**src/anneal_config.svh**
```systemverilog
`ifndef ANNEAL_CONFIG_SVH
`define ANNEAL_CONFIG_SVH

// ######################################################################
// Problem size and datapath widths
// ######################################################################

// Number of cities in the tour, from 4 up to 2**CITY_BITS - 1.
`define CITY_NUM 12

`define CITY_BITS 7  // Width of one city index.

`define RAND_BITS 32  // Width of a Metropolis or exchange random word.

// ######################################################################
// Move buffer
// ######################################################################

`define FIFO_DEPTH 4  // Finished moves held ahead of the core.

`endif

```
**src/anneal_pkg.sv**
```systemverilog
`include "anneal_config.svh"

package anneal_pkg;

    // ##################################################################
    // Move description
    // ##################################################################

    typedef enum logic {
        TWO_OPT = 1'b0,
        OR_OPT  = 1'b1
    } move_kind_t;

    typedef logic [`CITY_BITS-1:0] city_t;

    // One move word, read according to the move kind.
    // A 2-opt move reverses the segment first..last.
    // An or-opt move takes city src out and puts it behind dst.
    typedef union packed {
        struct packed {
            city_t first;
            city_t last;
        } two_opt;
        struct packed {
            city_t src;
            city_t dst;
        } or_opt;
    } move_word_t;

    // ##################################################################
    // Random decision words
    // ##################################################################

    typedef logic [`RAND_BITS-1:0] rand_t;

endpackage

```
**src/move_proposer.sv**
```systemverilog
`timescale 1ns/1ps

`include "anneal_config.svh"

module move_proposer (
    input  logic                    clk,
    input  logic                    reset,
    input  logic                    init,
    input  logic [63:0]             seed,
    input  anneal_pkg::move_kind_t  kind,
    input  logic                    full,
    output logic                    push,
    output anneal_pkg::move_kind_t  push_kind,
    output anneal_pkg::move_word_t  push_move,
    output anneal_pkg::rand_t       push_metropolis,
    output anneal_pkg::rand_t       push_exchange
);

    import anneal_pkg::*;

    localparam city_t CITY_MAX  = city_t'(`CITY_NUM);
    localparam city_t CITY_LAST = city_t'(`CITY_NUM - 1);

    typedef enum logic [1:0] {
        DRAW_K     = 2'b00,
        DRAW_L     = 2'b01,
        DRAW_METRO = 2'b10,
        DRAW_EXCH  = 2'b11
    } state_t;

    state_t      state;
    logic        running;
    logic        active;
    move_kind_t  kind_q;
    logic [63:0] seed_q;
    logic [63:0] x1;
    logic [63:0] x2;
    logic [63:0] next_seed;
    city_t       draw;
    rand_t       rand_draw;
    city_t       k_q;
    logic        k_ok;
    logic        l_ok;
    logic        pair_bad;
    move_word_t  move_q;
    rand_t       metro_q;
    rand_t       exch_q;

    // ##################################################################
    // Xorshift generator
    // ##################################################################

    always_comb begin
        x1        = seed_q ^ (seed_q << 13);
        x2        = x1 ^ (x1 >> 7);
        next_seed = x2 ^ (x2 << 17);
    end

    assign draw      = next_seed[`CITY_BITS-1:0];  // Masked to the index width.
    assign rand_draw = next_seed[`RAND_BITS-1:0];

    // The whole machine, generator included, freezes while the FIFO is full.
    assign active = running && !full && !init;

    // ##################################################################
    // Rejection rules
    // ##################################################################

    always_comb begin
        if (kind_q == TWO_OPT) begin
            k_ok     = (draw >= city_t'(1)) && (draw <= CITY_MAX);
            l_ok     = (draw >= city_t'(1)) && (draw <= CITY_MAX);
            pair_bad = (draw == k_q);
        end else begin
            k_ok     = (draw >= city_t'(1)) && (draw <= CITY_LAST);
            l_ok     = (draw <= CITY_LAST);
            pair_bad = (draw == k_q) || (draw == k_q - city_t'(1));  // k_q is at least 1.
        end
    end

    // ##################################################################
    // Control
    // ##################################################################

    always_ff @(posedge clk) begin
        if (reset) begin
            state   <= DRAW_K;
            running <= 1'b0;
            kind_q  <= TWO_OPT;
            seed_q  <= '0;
            push    <= 1'b0;
        end else if (init) begin
            state   <= DRAW_K;
            running <= 1'b1;
            kind_q  <= kind;
            seed_q  <= seed;
            push    <= 1'b0;
        end else begin
            push <= 1'b0;
            if (active) begin
                seed_q <= next_seed;
                case (state)
                    DRAW_K: begin
                        if (k_ok) state <= DRAW_L;
                    end
                    DRAW_L: begin
                        // An out-of-range L is simply redrawn, a clash restarts at K.
                        if (l_ok) state <= pair_bad ? DRAW_K : DRAW_METRO;
                    end
                    DRAW_METRO: state <= DRAW_EXCH;
                    DRAW_EXCH: begin
                        state <= DRAW_K;
                        push  <= 1'b1;
                    end
                    default: state <= DRAW_K;
                endcase
            end
        end
    end

    // Move payload, written only on accepted draws.
    always_ff @(posedge clk) begin
        if (active) begin
            case (state)
                DRAW_K: begin
                    if (k_ok) k_q <= draw;
                end
                DRAW_L: begin
                    if (l_ok && !pair_bad) begin
                        if (kind_q == TWO_OPT) begin
                            move_q.two_opt.first <= (draw < k_q) ? draw : k_q;
                            move_q.two_opt.last  <= (draw < k_q) ? k_q : draw;
                        end else begin
                            move_q.or_opt.src <= k_q;
                            move_q.or_opt.dst <= draw;
                        end
                    end
                end
                DRAW_METRO: metro_q <= rand_draw;
                DRAW_EXCH:  exch_q  <= rand_draw;
                default: ;
            endcase
        end
    end

    assign push_kind       = kind_q;
    assign push_move       = move_q;
    assign push_metropolis = metro_q;
    assign push_exchange   = exch_q;

    // A push is only issued after four draws made while the FIFO had room.
    push_not_full_a: assert property (@(posedge clk) disable iff (reset)
        push |-> !full);

endmodule

```
**src/move_fifo.sv**
```systemverilog
`timescale 1ns/1ps

`include "anneal_config.svh"

module move_fifo (
    input  logic                    clk,
    input  logic                    reset,
    input  logic                    flush,
    input  logic                    push,
    input  anneal_pkg::move_kind_t  push_kind,
    input  anneal_pkg::move_word_t  push_move,
    input  anneal_pkg::rand_t       push_metropolis,
    input  anneal_pkg::rand_t       push_exchange,
    input  logic                    pop,
    output logic                    full,
    output logic                    empty,
    output anneal_pkg::move_kind_t  head_kind,
    output anneal_pkg::move_word_t  head_move,
    output anneal_pkg::rand_t       head_metropolis,
    output anneal_pkg::rand_t       head_exchange
);

    import anneal_pkg::*;

    localparam int DEPTH    = `FIFO_DEPTH;
    localparam int PTR_BITS = $clog2(DEPTH);
    localparam int CNT_BITS = $clog2(DEPTH + 1);

    move_kind_t          kind_mem  [DEPTH];
    move_word_t          move_mem  [DEPTH];
    rand_t               metro_mem [DEPTH];
    rand_t               exch_mem  [DEPTH];
    logic [PTR_BITS-1:0] wr_ptr;
    logic [PTR_BITS-1:0] rd_ptr;
    logic [CNT_BITS-1:0] count;

    function automatic logic [PTR_BITS-1:0] ptr_next(input logic [PTR_BITS-1:0] ptr);
        return (ptr == PTR_BITS'(DEPTH - 1)) ? '0 : ptr + 1'b1;
    endfunction

    always_ff @(posedge clk) begin
        if (push) begin
            kind_mem[wr_ptr]  <= push_kind;
            move_mem[wr_ptr]  <= push_move;
            metro_mem[wr_ptr] <= push_metropolis;
            exch_mem[wr_ptr]  <= push_exchange;
        end
    end

    always_ff @(posedge clk) begin
        if (reset || flush) begin
            wr_ptr <= '0;
            rd_ptr <= '0;
            count  <= '0;
        end else begin
            if (push) wr_ptr <= ptr_next(wr_ptr);
            if (pop) rd_ptr <= ptr_next(rd_ptr);
            if (push && !pop) count <= count + 1'b1;
            else if (pop && !push) count <= count - 1'b1;
        end
    end

    assign full  = (count == CNT_BITS'(DEPTH));
    assign empty = (count == '0);

    // Show-ahead head, valid whenever empty is low.
    assign head_kind       = kind_mem[rd_ptr];
    assign head_move       = move_mem[rd_ptr];
    assign head_metropolis = metro_mem[rd_ptr];
    assign head_exchange   = exch_mem[rd_ptr];

    no_pop_empty_a: assert property (@(posedge clk) disable iff (reset)
        pop |-> !empty);
    no_push_full_a: assert property (@(posedge clk) disable iff (reset)
        push |-> !full);

endmodule

```
**src/move_judge.sv**
```systemverilog
`timescale 1ns/1ps

module move_judge (
    input  logic                    clk,
    input  logic                    reset,
    input  logic                    step,
    input  logic                    empty,
    input  anneal_pkg::move_kind_t  head_kind,
    input  anneal_pkg::move_word_t  head_move,
    input  anneal_pkg::rand_t       head_metropolis,
    input  anneal_pkg::rand_t       head_exchange,
    input  anneal_pkg::rand_t       metropolis_threshold,
    input  anneal_pkg::rand_t       exchange_threshold,
    output logic                    pop,
    output logic                    move_valid,
    output anneal_pkg::move_kind_t  move_kind,
    output anneal_pkg::city_t       city_a,
    output anneal_pkg::city_t       city_b,
    output logic                    accept_move,
    output logic                    accept_exchange,
    output logic                    underflow
);

    import anneal_pkg::*;

    city_t dec_a;
    city_t dec_b;

    assign pop = step && !empty;  // A step on an empty FIFO pops nothing.

    // ##################################################################
    // Move decode
    // ##################################################################

    always_comb begin
        if (head_kind == TWO_OPT) begin
            dec_a = head_move.two_opt.first;
            dec_b = head_move.two_opt.last;
        end else begin
            dec_a = head_move.or_opt.src;
            dec_b = head_move.or_opt.dst;
        end
    end

    always_ff @(posedge clk) begin
        if (reset) begin
            move_valid <= 1'b0;
            underflow  <= 1'b0;
        end else begin
            move_valid <= pop;
            if (step && empty) underflow <= 1'b1;  // Sticky until reset.
        end
    end

    // Decision payload, sampled with the thresholds on the step cycle.
    always_ff @(posedge clk) begin
        if (pop) begin
            move_kind       <= head_kind;
            city_a          <= dec_a;
            city_b          <= dec_b;
            accept_move     <= head_metropolis < metropolis_threshold;
            accept_exchange <= head_exchange < exchange_threshold;
        end
    end

    // The core may only step while a move is buffered.
    step_has_move_a: assert property (@(posedge clk) disable iff (reset)
        step |-> !empty);

endmodule

```
**src/move_gen_top.sv**
```systemverilog
`timescale 1ns/1ps

module move_gen_top (
    input  logic                    clk,
    input  logic                    reset,
    input  logic                    init,
    input  logic [63:0]             seed,
    input  anneal_pkg::move_kind_t  kind,
    input  logic                    step,
    input  anneal_pkg::rand_t       metropolis_threshold,
    input  anneal_pkg::rand_t       exchange_threshold,
    output logic                    move_ready,
    output logic                    move_valid,
    output anneal_pkg::move_kind_t  move_kind,
    output anneal_pkg::city_t       city_a,
    output anneal_pkg::city_t       city_b,
    output logic                    accept_move,
    output logic                    accept_exchange,
    output logic                    underflow
);

    import anneal_pkg::*;

    logic       push;
    move_kind_t push_kind;
    move_word_t push_move;
    rand_t      push_metropolis;
    rand_t      push_exchange;
    logic       full;
    logic       empty;
    logic       pop;
    move_kind_t head_kind;
    move_word_t head_move;
    rand_t      head_metropolis;
    rand_t      head_exchange;

    move_proposer proposer_i (
        .clk             (clk),
        .reset           (reset),
        .init            (init),
        .seed            (seed),
        .kind            (kind),
        .full            (full),
        .push            (push),
        .push_kind       (push_kind),
        .push_move       (push_move),
        .push_metropolis (push_metropolis),
        .push_exchange   (push_exchange)
    );

    // A new seed makes every buffered move stale.
    move_fifo fifo_i (
        .clk             (clk),
        .reset           (reset),
        .flush           (init),
        .push            (push),
        .push_kind       (push_kind),
        .push_move       (push_move),
        .push_metropolis (push_metropolis),
        .push_exchange   (push_exchange),
        .pop             (pop),
        .full            (full),
        .empty           (empty),
        .head_kind       (head_kind),
        .head_move       (head_move),
        .head_metropolis (head_metropolis),
        .head_exchange   (head_exchange)
    );

    move_judge judge_i (
        .clk                  (clk),
        .reset                (reset),
        .step                 (step),
        .empty                (empty),
        .head_kind            (head_kind),
        .head_move            (head_move),
        .head_metropolis      (head_metropolis),
        .head_exchange        (head_exchange),
        .metropolis_threshold (metropolis_threshold),
        .exchange_threshold   (exchange_threshold),
        .pop                  (pop),
        .move_valid           (move_valid),
        .move_kind            (move_kind),
        .city_a               (city_a),
        .city_b               (city_b),
        .accept_move          (accept_move),
        .accept_exchange      (accept_exchange),
        .underflow            (underflow)
    );

    assign move_ready = !empty;

endmodule

```
**config.mk**
```make
export PLATFORM = sky130hd
export DESIGN_NAME = move_gen_top
export DESIGN_NICKNAME = d
export VERILOG_FILES = /design/src/anneal_pkg.sv /design/src/move_proposer.sv /design/src/move_fifo.sv /design/src/move_judge.sv /design/src/move_gen_top.sv
export VERILOG_INCLUDE_DIRS = /design/src /design/src/src
export SDC_FILE = /design/constraint.sdc
export NUM_CORES = 1
export LEC_CHECK = 0
export BUFFER_PORTS_ARGS = -buffer_cell sky130_fd_sc_hd__buf_2
export CAP_MARGIN = 10
export CORE_MARGIN = 4
export CORE_UTILIZATION = 55
export CTS_CLUSTER_SIZE = 12
export DETAILED_ROUTE_END_ITERATION = 6
export PLACE_DENSITY = 0.73
export SLEW_MARGIN = 5
export SYNTH_ARGS = -nofsm -noshare
export SYNTH_HDL_FRONTEND = slang
export SYNTH_HIERARCHICAL = 1
export SYNTH_SLANG_ARGS = --single-unit
```
**constraint.sdc**
```tcl
create_clock -name clk -period 3.2 [get_ports clk]
set_clock_uncertainty 0.2 [all_clocks]
set_input_delay 0.16 -clock clk [delete_from_list [all_inputs] [get_ports clk]]
set_output_delay 0.16 -clock clk [all_outputs]
set_load 0.01 [all_outputs]
```
# After elaboration in Yosys (flattened, before gate mapping)
# Memories as Yosys holds them, arrays and structs flattened. A register that Yosys moved wholly into a read port is not among the register bits.
# Cells that the tools add are included.
# op_classes
eq_ne	10
mux	23
n_reduce_logical	28
bitwise	4
magnitude_cmp	6
add_sub_neg	5
# op_table
operator	count
$mux 64	2
$xor 64x64->64	2
$lt 32x32->1	2
$xor 64x57->64	1
$mux 2	9
$eq 7x7->1	2
$le 7x4->1 const B	2
$mux 14	1
$mux 7	2
$logic_and 1x1->1	9
$reduce_and 3->1	3
$eq 2x2->1 const B	4
$pmux 2 s4	1
$ge 7x1->1 const B	1
$lt 7x7->1	1
$sub 7x1->7 const B	1
$logic_not 1->1	6
$mux 1	6
$mux 3	2
$add 2x1->2 const B	2
$ne 2x1->1 const B	2
$reduce_and 2->1	2
$reduce_bool 2->1	2
$add 3x1->3 const B	1
9 further kinds	10
# totals
in_bits	133
ramBits	316
word_cells	96
mem_count	4
register_bits	165
# memory_table
name	words	width	read_ports	rd_ports_with_merged_regs	write_ports	line_no	text
fifo_i.exch_mem	4	32	1	1	1	move_fifo.sv:32	rand_t exch_mem [DEPTH];
fifo_i.metro_mem	4	32	1	1	1	move_fifo.sv:31	rand_t metro_mem [DEPTH];
fifo_i.move_mem	4	14	1	1	1	move_fifo.sv:30	move_word_t move_mem [DEPTH];
fifo_i.kind_mem	4	1	1	1	1	move_fifo.sv:29	move_kind_t kind_mem [DEPTH];

# Logic depth before layout (Yosys ltp)
# depth
word_depth	9
mapped_depth	9
ltp_nobuf	9

# Modules after synthesis
# Netlist, hierarchy kept.
# modules_own_cells
mod	n_inst	seq_area_each_um2	area_per_inst_um2	cells_each
move_fifo	1	9669.3	11832.6	459
move_proposer	1	3933.8	8046.5	715
move_judge	1	550.5	2168.3	242
move_gen_top	1	0.0	3.8	1

# Least setup slack after synthesis
# No wires, ideal clock.
# synth_timing
kind	reg2reg
from	reg proposer_i.seed_q[11]
to	reg proposer_i.move_q, in the netlist proposer_i/push_move[0] (enable)
stages_incl_launch_ff	7
required_ns	2.597
synth_period_minus_slack_ns	3.198
setup_ns	0.403
arrival_time_ns	2.595
path_slack_ns	0.002
n_path_buf	1
cell_sequence	dfxtp_1 clkbuf_2 xor2_1 xnor3_1 nand2_1 nor4_1 nor3_1
# synth_between
elab_chain_len	9
word_cells_on_any_way	15
cone_classes	order compare (3); eq/ne (2); mux (2); bitwise (3); reduce/logical (5)
# synth_lines
element	line_no	text
start: declaration	move_proposer.sv:35	logic [63:0] seed_q;
start signal: assignment	move_proposer.sv:101	seed_q <= next_seed;
$xor 64x64->64 *	move_proposer.sv:54	x1 = seed_q ^ (seed_q << 13);
$xor 64x57->64 *	move_proposer.sv:55	x2 = x1 ^ (x1 >> 7);
$xor 64x64->64 *	move_proposer.sv:56	next_seed = x2 ^ (x2 << 17);
via proposer_i.next_seed[4]	move_proposer.sv:38	logic [63:0] next_seed;
parallel branches: the longest is 4 deep, another holds $ge 7x1->1	n/a	
$logic_and 1x1->1 *	move_proposer.sv:129	if (l_ok && !pair_bad) begin
$reduce_and 3->1 (no source line) *	n/a	
end: declaration	move_proposer.sv:45	move_word_t move_q;
# Mark *: on every way through the listed nets, which the timed path passes.
# A chain may end at the register's enable or synchronous reset.

==> flow_metrics.py <==
metrics = {
    "status": {
        "outcome": "complete, no violations",
    },
    "setup_path": {
        "crit_type": "flop to flop",
        "r2r-end": "judge_i/accept_move$_DFFE_PP_",
        "end_kind": "flop",
        "path_max_fanout": 22,
        "crit_arrival_ns": 3.21,
        "cp_num_buf_inv": 1,
        "crit_path_max_incr_delay_ns": 0.53,
        "worst_path_max_delay_cell": "mux4_2",
        "start_kind": "flop",
        "crit_family": "simple AND/OR/NAND/NOR gates",
        "reg2regPathDepth": 7,
        "cp.required_ns": 3.41,
        "path_cells": "buf_12 > mux4_2 > ha_1 > a2111oi_4 > nor4b_1 > or4_1 > a21oi_1",
        "r2r_slack_ns": 0.21,
    },
    "die": {
        "ioPinCount": 153,
        "die_y_um": 208,
        "core_area_um2": 39600,
        "dieArea_um2": 43400,
        "core.rowCount": 73,
        "die_w_um": 208,
        "start_util_pct": 55.6,
    },
    "sta": {
        "slew_viol_final": 0,
        "hold_viol": 0,
        "setup_tns_ns": 0,
        "period_share_pct": 93.5,
        "tightest_slew_ns": 1.06,
        "rsz0062_at_grt": "false",
        "setup_viol": 0,
        "relSlewSlack_pct": 28.8,
        "max_freq_mhz": 334,
        "period_minus_slack_ns": 2.99,
    },
    "run": {
        "cap_violations": 0,
    },
    "clock_network": {
        "htree_num_levels": 2,
        "cts_tree": "yes",
        "cts-root-buf": "clkbuf_16",
        "clkLatencyLatePin_ns": 0.57,
        "cts_num_sinks": 498,
        "cts_made_buffers": 50,
        "cts_max_path_buffers": 3,
        "clk_pin_slew_ns": 0.06,
    },
    "logic_synthesis": {
        "yosys.area.top_type": "edfxtp_1",
        "yosys_warnings": 6,
        "synthCells": 1417,
        "ys_types": 66,
        "synth.avg_cell_area_um2": 15.6,
        "ys_seq_area_share_pct": 64.2,
        "synth-seq-cells": 498,
        "synth_edf_count": 418,
        "ys_top_cells_by_area": "edfxtp_1 (57%), mux4_2 (8.1%), dfxtp_1 (7.3%), ha_1 (4.3%), xnor2_1 (4.2%)",
        "ys.flop_type": "edfxtp_1",
        "synth_top_area_share_pct": 56.9,
        "synth_area_um2": 22100,
        "syn_nets": 1627,
        "async_flop_share_pct": 0,
    },
    "global_route": {
        "gr-max-usage-layer": "met2",
        "grt_max_degree": 69,
        "gr-usage-met3_pct": 3.35,
        "grt_usage_pct": 23.5,
        "globalRouteOverflowTotal": 0,
        "grt_pass1_wl_mm": 78.4,
        "grt_use_met2_pct": 38.4,
        "first_global_vias": 13236,
        "antenna_found_initial": 1,
        "met1_usage_pct": 33.1,
    },
    "hold_path": {
        "hp-class": "input port to flop",
        "whs_endpoint": "judge_i/accept_move$_DFFE_PP_",
        "min_from": "metropolis_threshold[15]",
        "hold_path_depth": 5,
    },
    "placement": {
        "placed_cells": 2088,
        "routabilityCongestion": 0.874,
        "dpl.hpwl_mm": 34.4,
        "port_buffers": 152,
    },
    "power_and_ir_drop": {
        "power_density_nw_per_um2": 574,
        "ir_drop_uv": 355,
        "p_leak_nw": 9.53,
    },
    "routing": {
        "wire_per_inst_um": 23.1,
        "drtIter0Drc": 1221,
        "drt_first_pass_iters": 5,
        "drt-vias-per-instance": 5.89,
        "drc": 0,
        "vias": 13223,
        "ant_nets": 0,
        "routed_wl_mm": 51.8,
    },
    "finish": {
        "finalNonFillerCells": 2245,
        "area_growth_pct": 17.9,
        "drive_above_1_share_pct": 22.5,
        "fin_nets": 1904,
    },
}
## synthesized netlist by cell type (10+ instances only)
| library cell | instances |
|---|---|
| buf_2 | 12 |
| ha_1 | 76 |
| a21oi_1 | 42 |
| o21ai_0 | 28 |
| nor2_1 | 87 |
| inv_1 | 89 |
| xnor3_1 | 21 |
| dfxtp_1 | 80 |
| mux2_2 | 10 |
| a221oi_1 | 11 |
| mux4_2 | 79 |
| edfxtp_1 | 418 |
| nand4_1 | 10 |
| nand2_1 | 72 |
| a311oi_1 | 16 |
| or3_1 | 19 |
| a211oi_1 | 13 |
| mux2i_1 | 16 |
| nor3_1 | 13 |
| xor2_1 | 44 |
| xnor2_1 | 105 |
| clkbuf_1 | 45 |
## power breakdown
group | switching (mW) | internal, mW | total [mW]
clock network | 2.28 | 2.96 | 5.24
registers | 0.146 | 7.15 | 7.30
logic | 1.28 | 1.10 | 2.38
total | 3.70 | 11.2 | 14.9
## cell type report
| class | instances | area [um2] |
|---|---|---|
| Fill cell | 2741 | 13600 |
| Sequential cell | 498 | 14200 |
| Tap cell | 525 | 657 |
| Clock buffer | 63 | 1320 |
| Inverter | 91 | 342 |
| Clock inverter | 13 | 111 |
| Timing Repair Buffer | 289 | 2100 |
| Multi-Input combinational cell | 764 | 7300 |
| Antenna cell | 2 | 5.00 |
## worst reg2reg max path, stage by stage (launching register included)
cell,delay [ns]
dfxtp_4,0.45
buf_12,0.24
mux4_2,0.54
ha_1,0.32
a2111oi_4,0.31
nor4b_1,0.09
or4_1,0.53
a21oi_1,0.16
## routing by layer
metal / wire length [um] / part of all wire (%) / vias up
met5: 0 / 0 / -
li1: - / - / 5883
met4: 1800 / 3.5 / 0
met3: 4010 / 7.7 / 107
met2: 25000 / 48 / 602
met1: 21000 / 41 / 6631
## stage by stage
step | hold WS, ns | power (mW) | utilization (%) | cell area [um2] | setup WS, ns
global placement | 0.209 | 9.65 | 60.0 | 23800 | 0.229
global route | 0.108 | 15.4 | 65.6 | 26000 | 0.0308
finish | 0.0878 | 14.9 | 65.6 | 26000 | 0.209
CTS | 0.0859 | 15.0 | 65.5 | 25900 | 0.0644
floorplan | 0.0316 | 8.87 | - | 22100 | 0.00228
detailed placement | 0.214 | 9.67 | 60.0 | 23800 | 0.144
## cells in the final DEF (no fill, tap or decap), drive strengths merged, types with 4 or more instances in the layout
| cell | instances |
|---|---|
| nand2b | 7 |
| nand3 | 7 |
| a221oi | 11 |
| mux2 | 10 |
| o21a | 6 |
| nor2 | 87 |
| xnor2 | 106 |
| a21oi | 42 |
| xor3 | 4 |
| and4 | 5 |
| o21ai | 28 |
| edfxtp | 418 |
| mux4 | 79 |
| nand4 | 10 |
| a21o | 5 |
| a2111oi | 5 |
| or3 | 19 |
| ha | 76 |
| clkinv | 13 |
| mux2i | 16 |
| and3 | 4 |
| a211oi | 13 |
| nor2b | 5 |
| dlygate4sd3 | 74 |
| a311oi | 16 |
| nor3 | 13 |
| and2 | 5 |
| o32ai | 8 |
| buf | 215 |
| clkbuf | 63 |
| nand2 | 72 |
| xnor3 | 22 |
| xor2 | 46 |
| dfxtp | 80 |
| inv | 90 |
## flip-flops by register name (all words and copies together), names as in the netlist, 7 cells and up, named ones only
name / flops
fifo_i/exch_mem: 128
fifo_i/metro_mem: 128
proposer_i/seed_q: 64
fifo_i/move_mem: 56
proposer_i/push_exchange: 32
proposer_i/push_metropolis: 32
proposer_i/push_move: 14
judge_i/city_a: 7
judge_i/city_b: 7
proposer_i/k_q: 7
## cells by family after synthesis
group	share of synthesized area, %
xor gates and xnor gates	8.87
buffers and inverters	2.87
muxes	9.31
AOI/OAI and AO/OA	4.94
and+or+nand+nor	5.42
DFF	64.2
adders and majority gates	4.40
## repair_timing
item | CTS | global route
endpoints found under the hold margin | 78 | 0
endpoints found under the setup margin | 0 | 2
resized for setup | 0 | 1
buffers inserted | 0 | 5
hold buffers | 74 | 0
## worst max path at each step
stage / slack (ns) / start / endpoint / cells after the start
floorplan: 0.002 / proposer_i/seed_q[11]$_SDFFE_PP0P_ / proposer_i/push_move[0]$_DFFE_PP_ / 6
global placement: 0.23 / flop / judge_i/accept_move$_DFFE_PP_ / 7
detailed placement: 0.14 / flop / judge_i/accept_exchange$_DFFE_PP_ / 8
CTS: 0.06 / flop / judge_i/accept_exchange$_DFFE_PP_ / 8
global route: 0.03 / flop / judge_i/accept_move$_DFFE_PP_ / 8
finish: 0.21 / flop / judge_i/accept_move$_DFFE_PP_ / 7
Note: power is estimated with default switching activity, not from simulation.
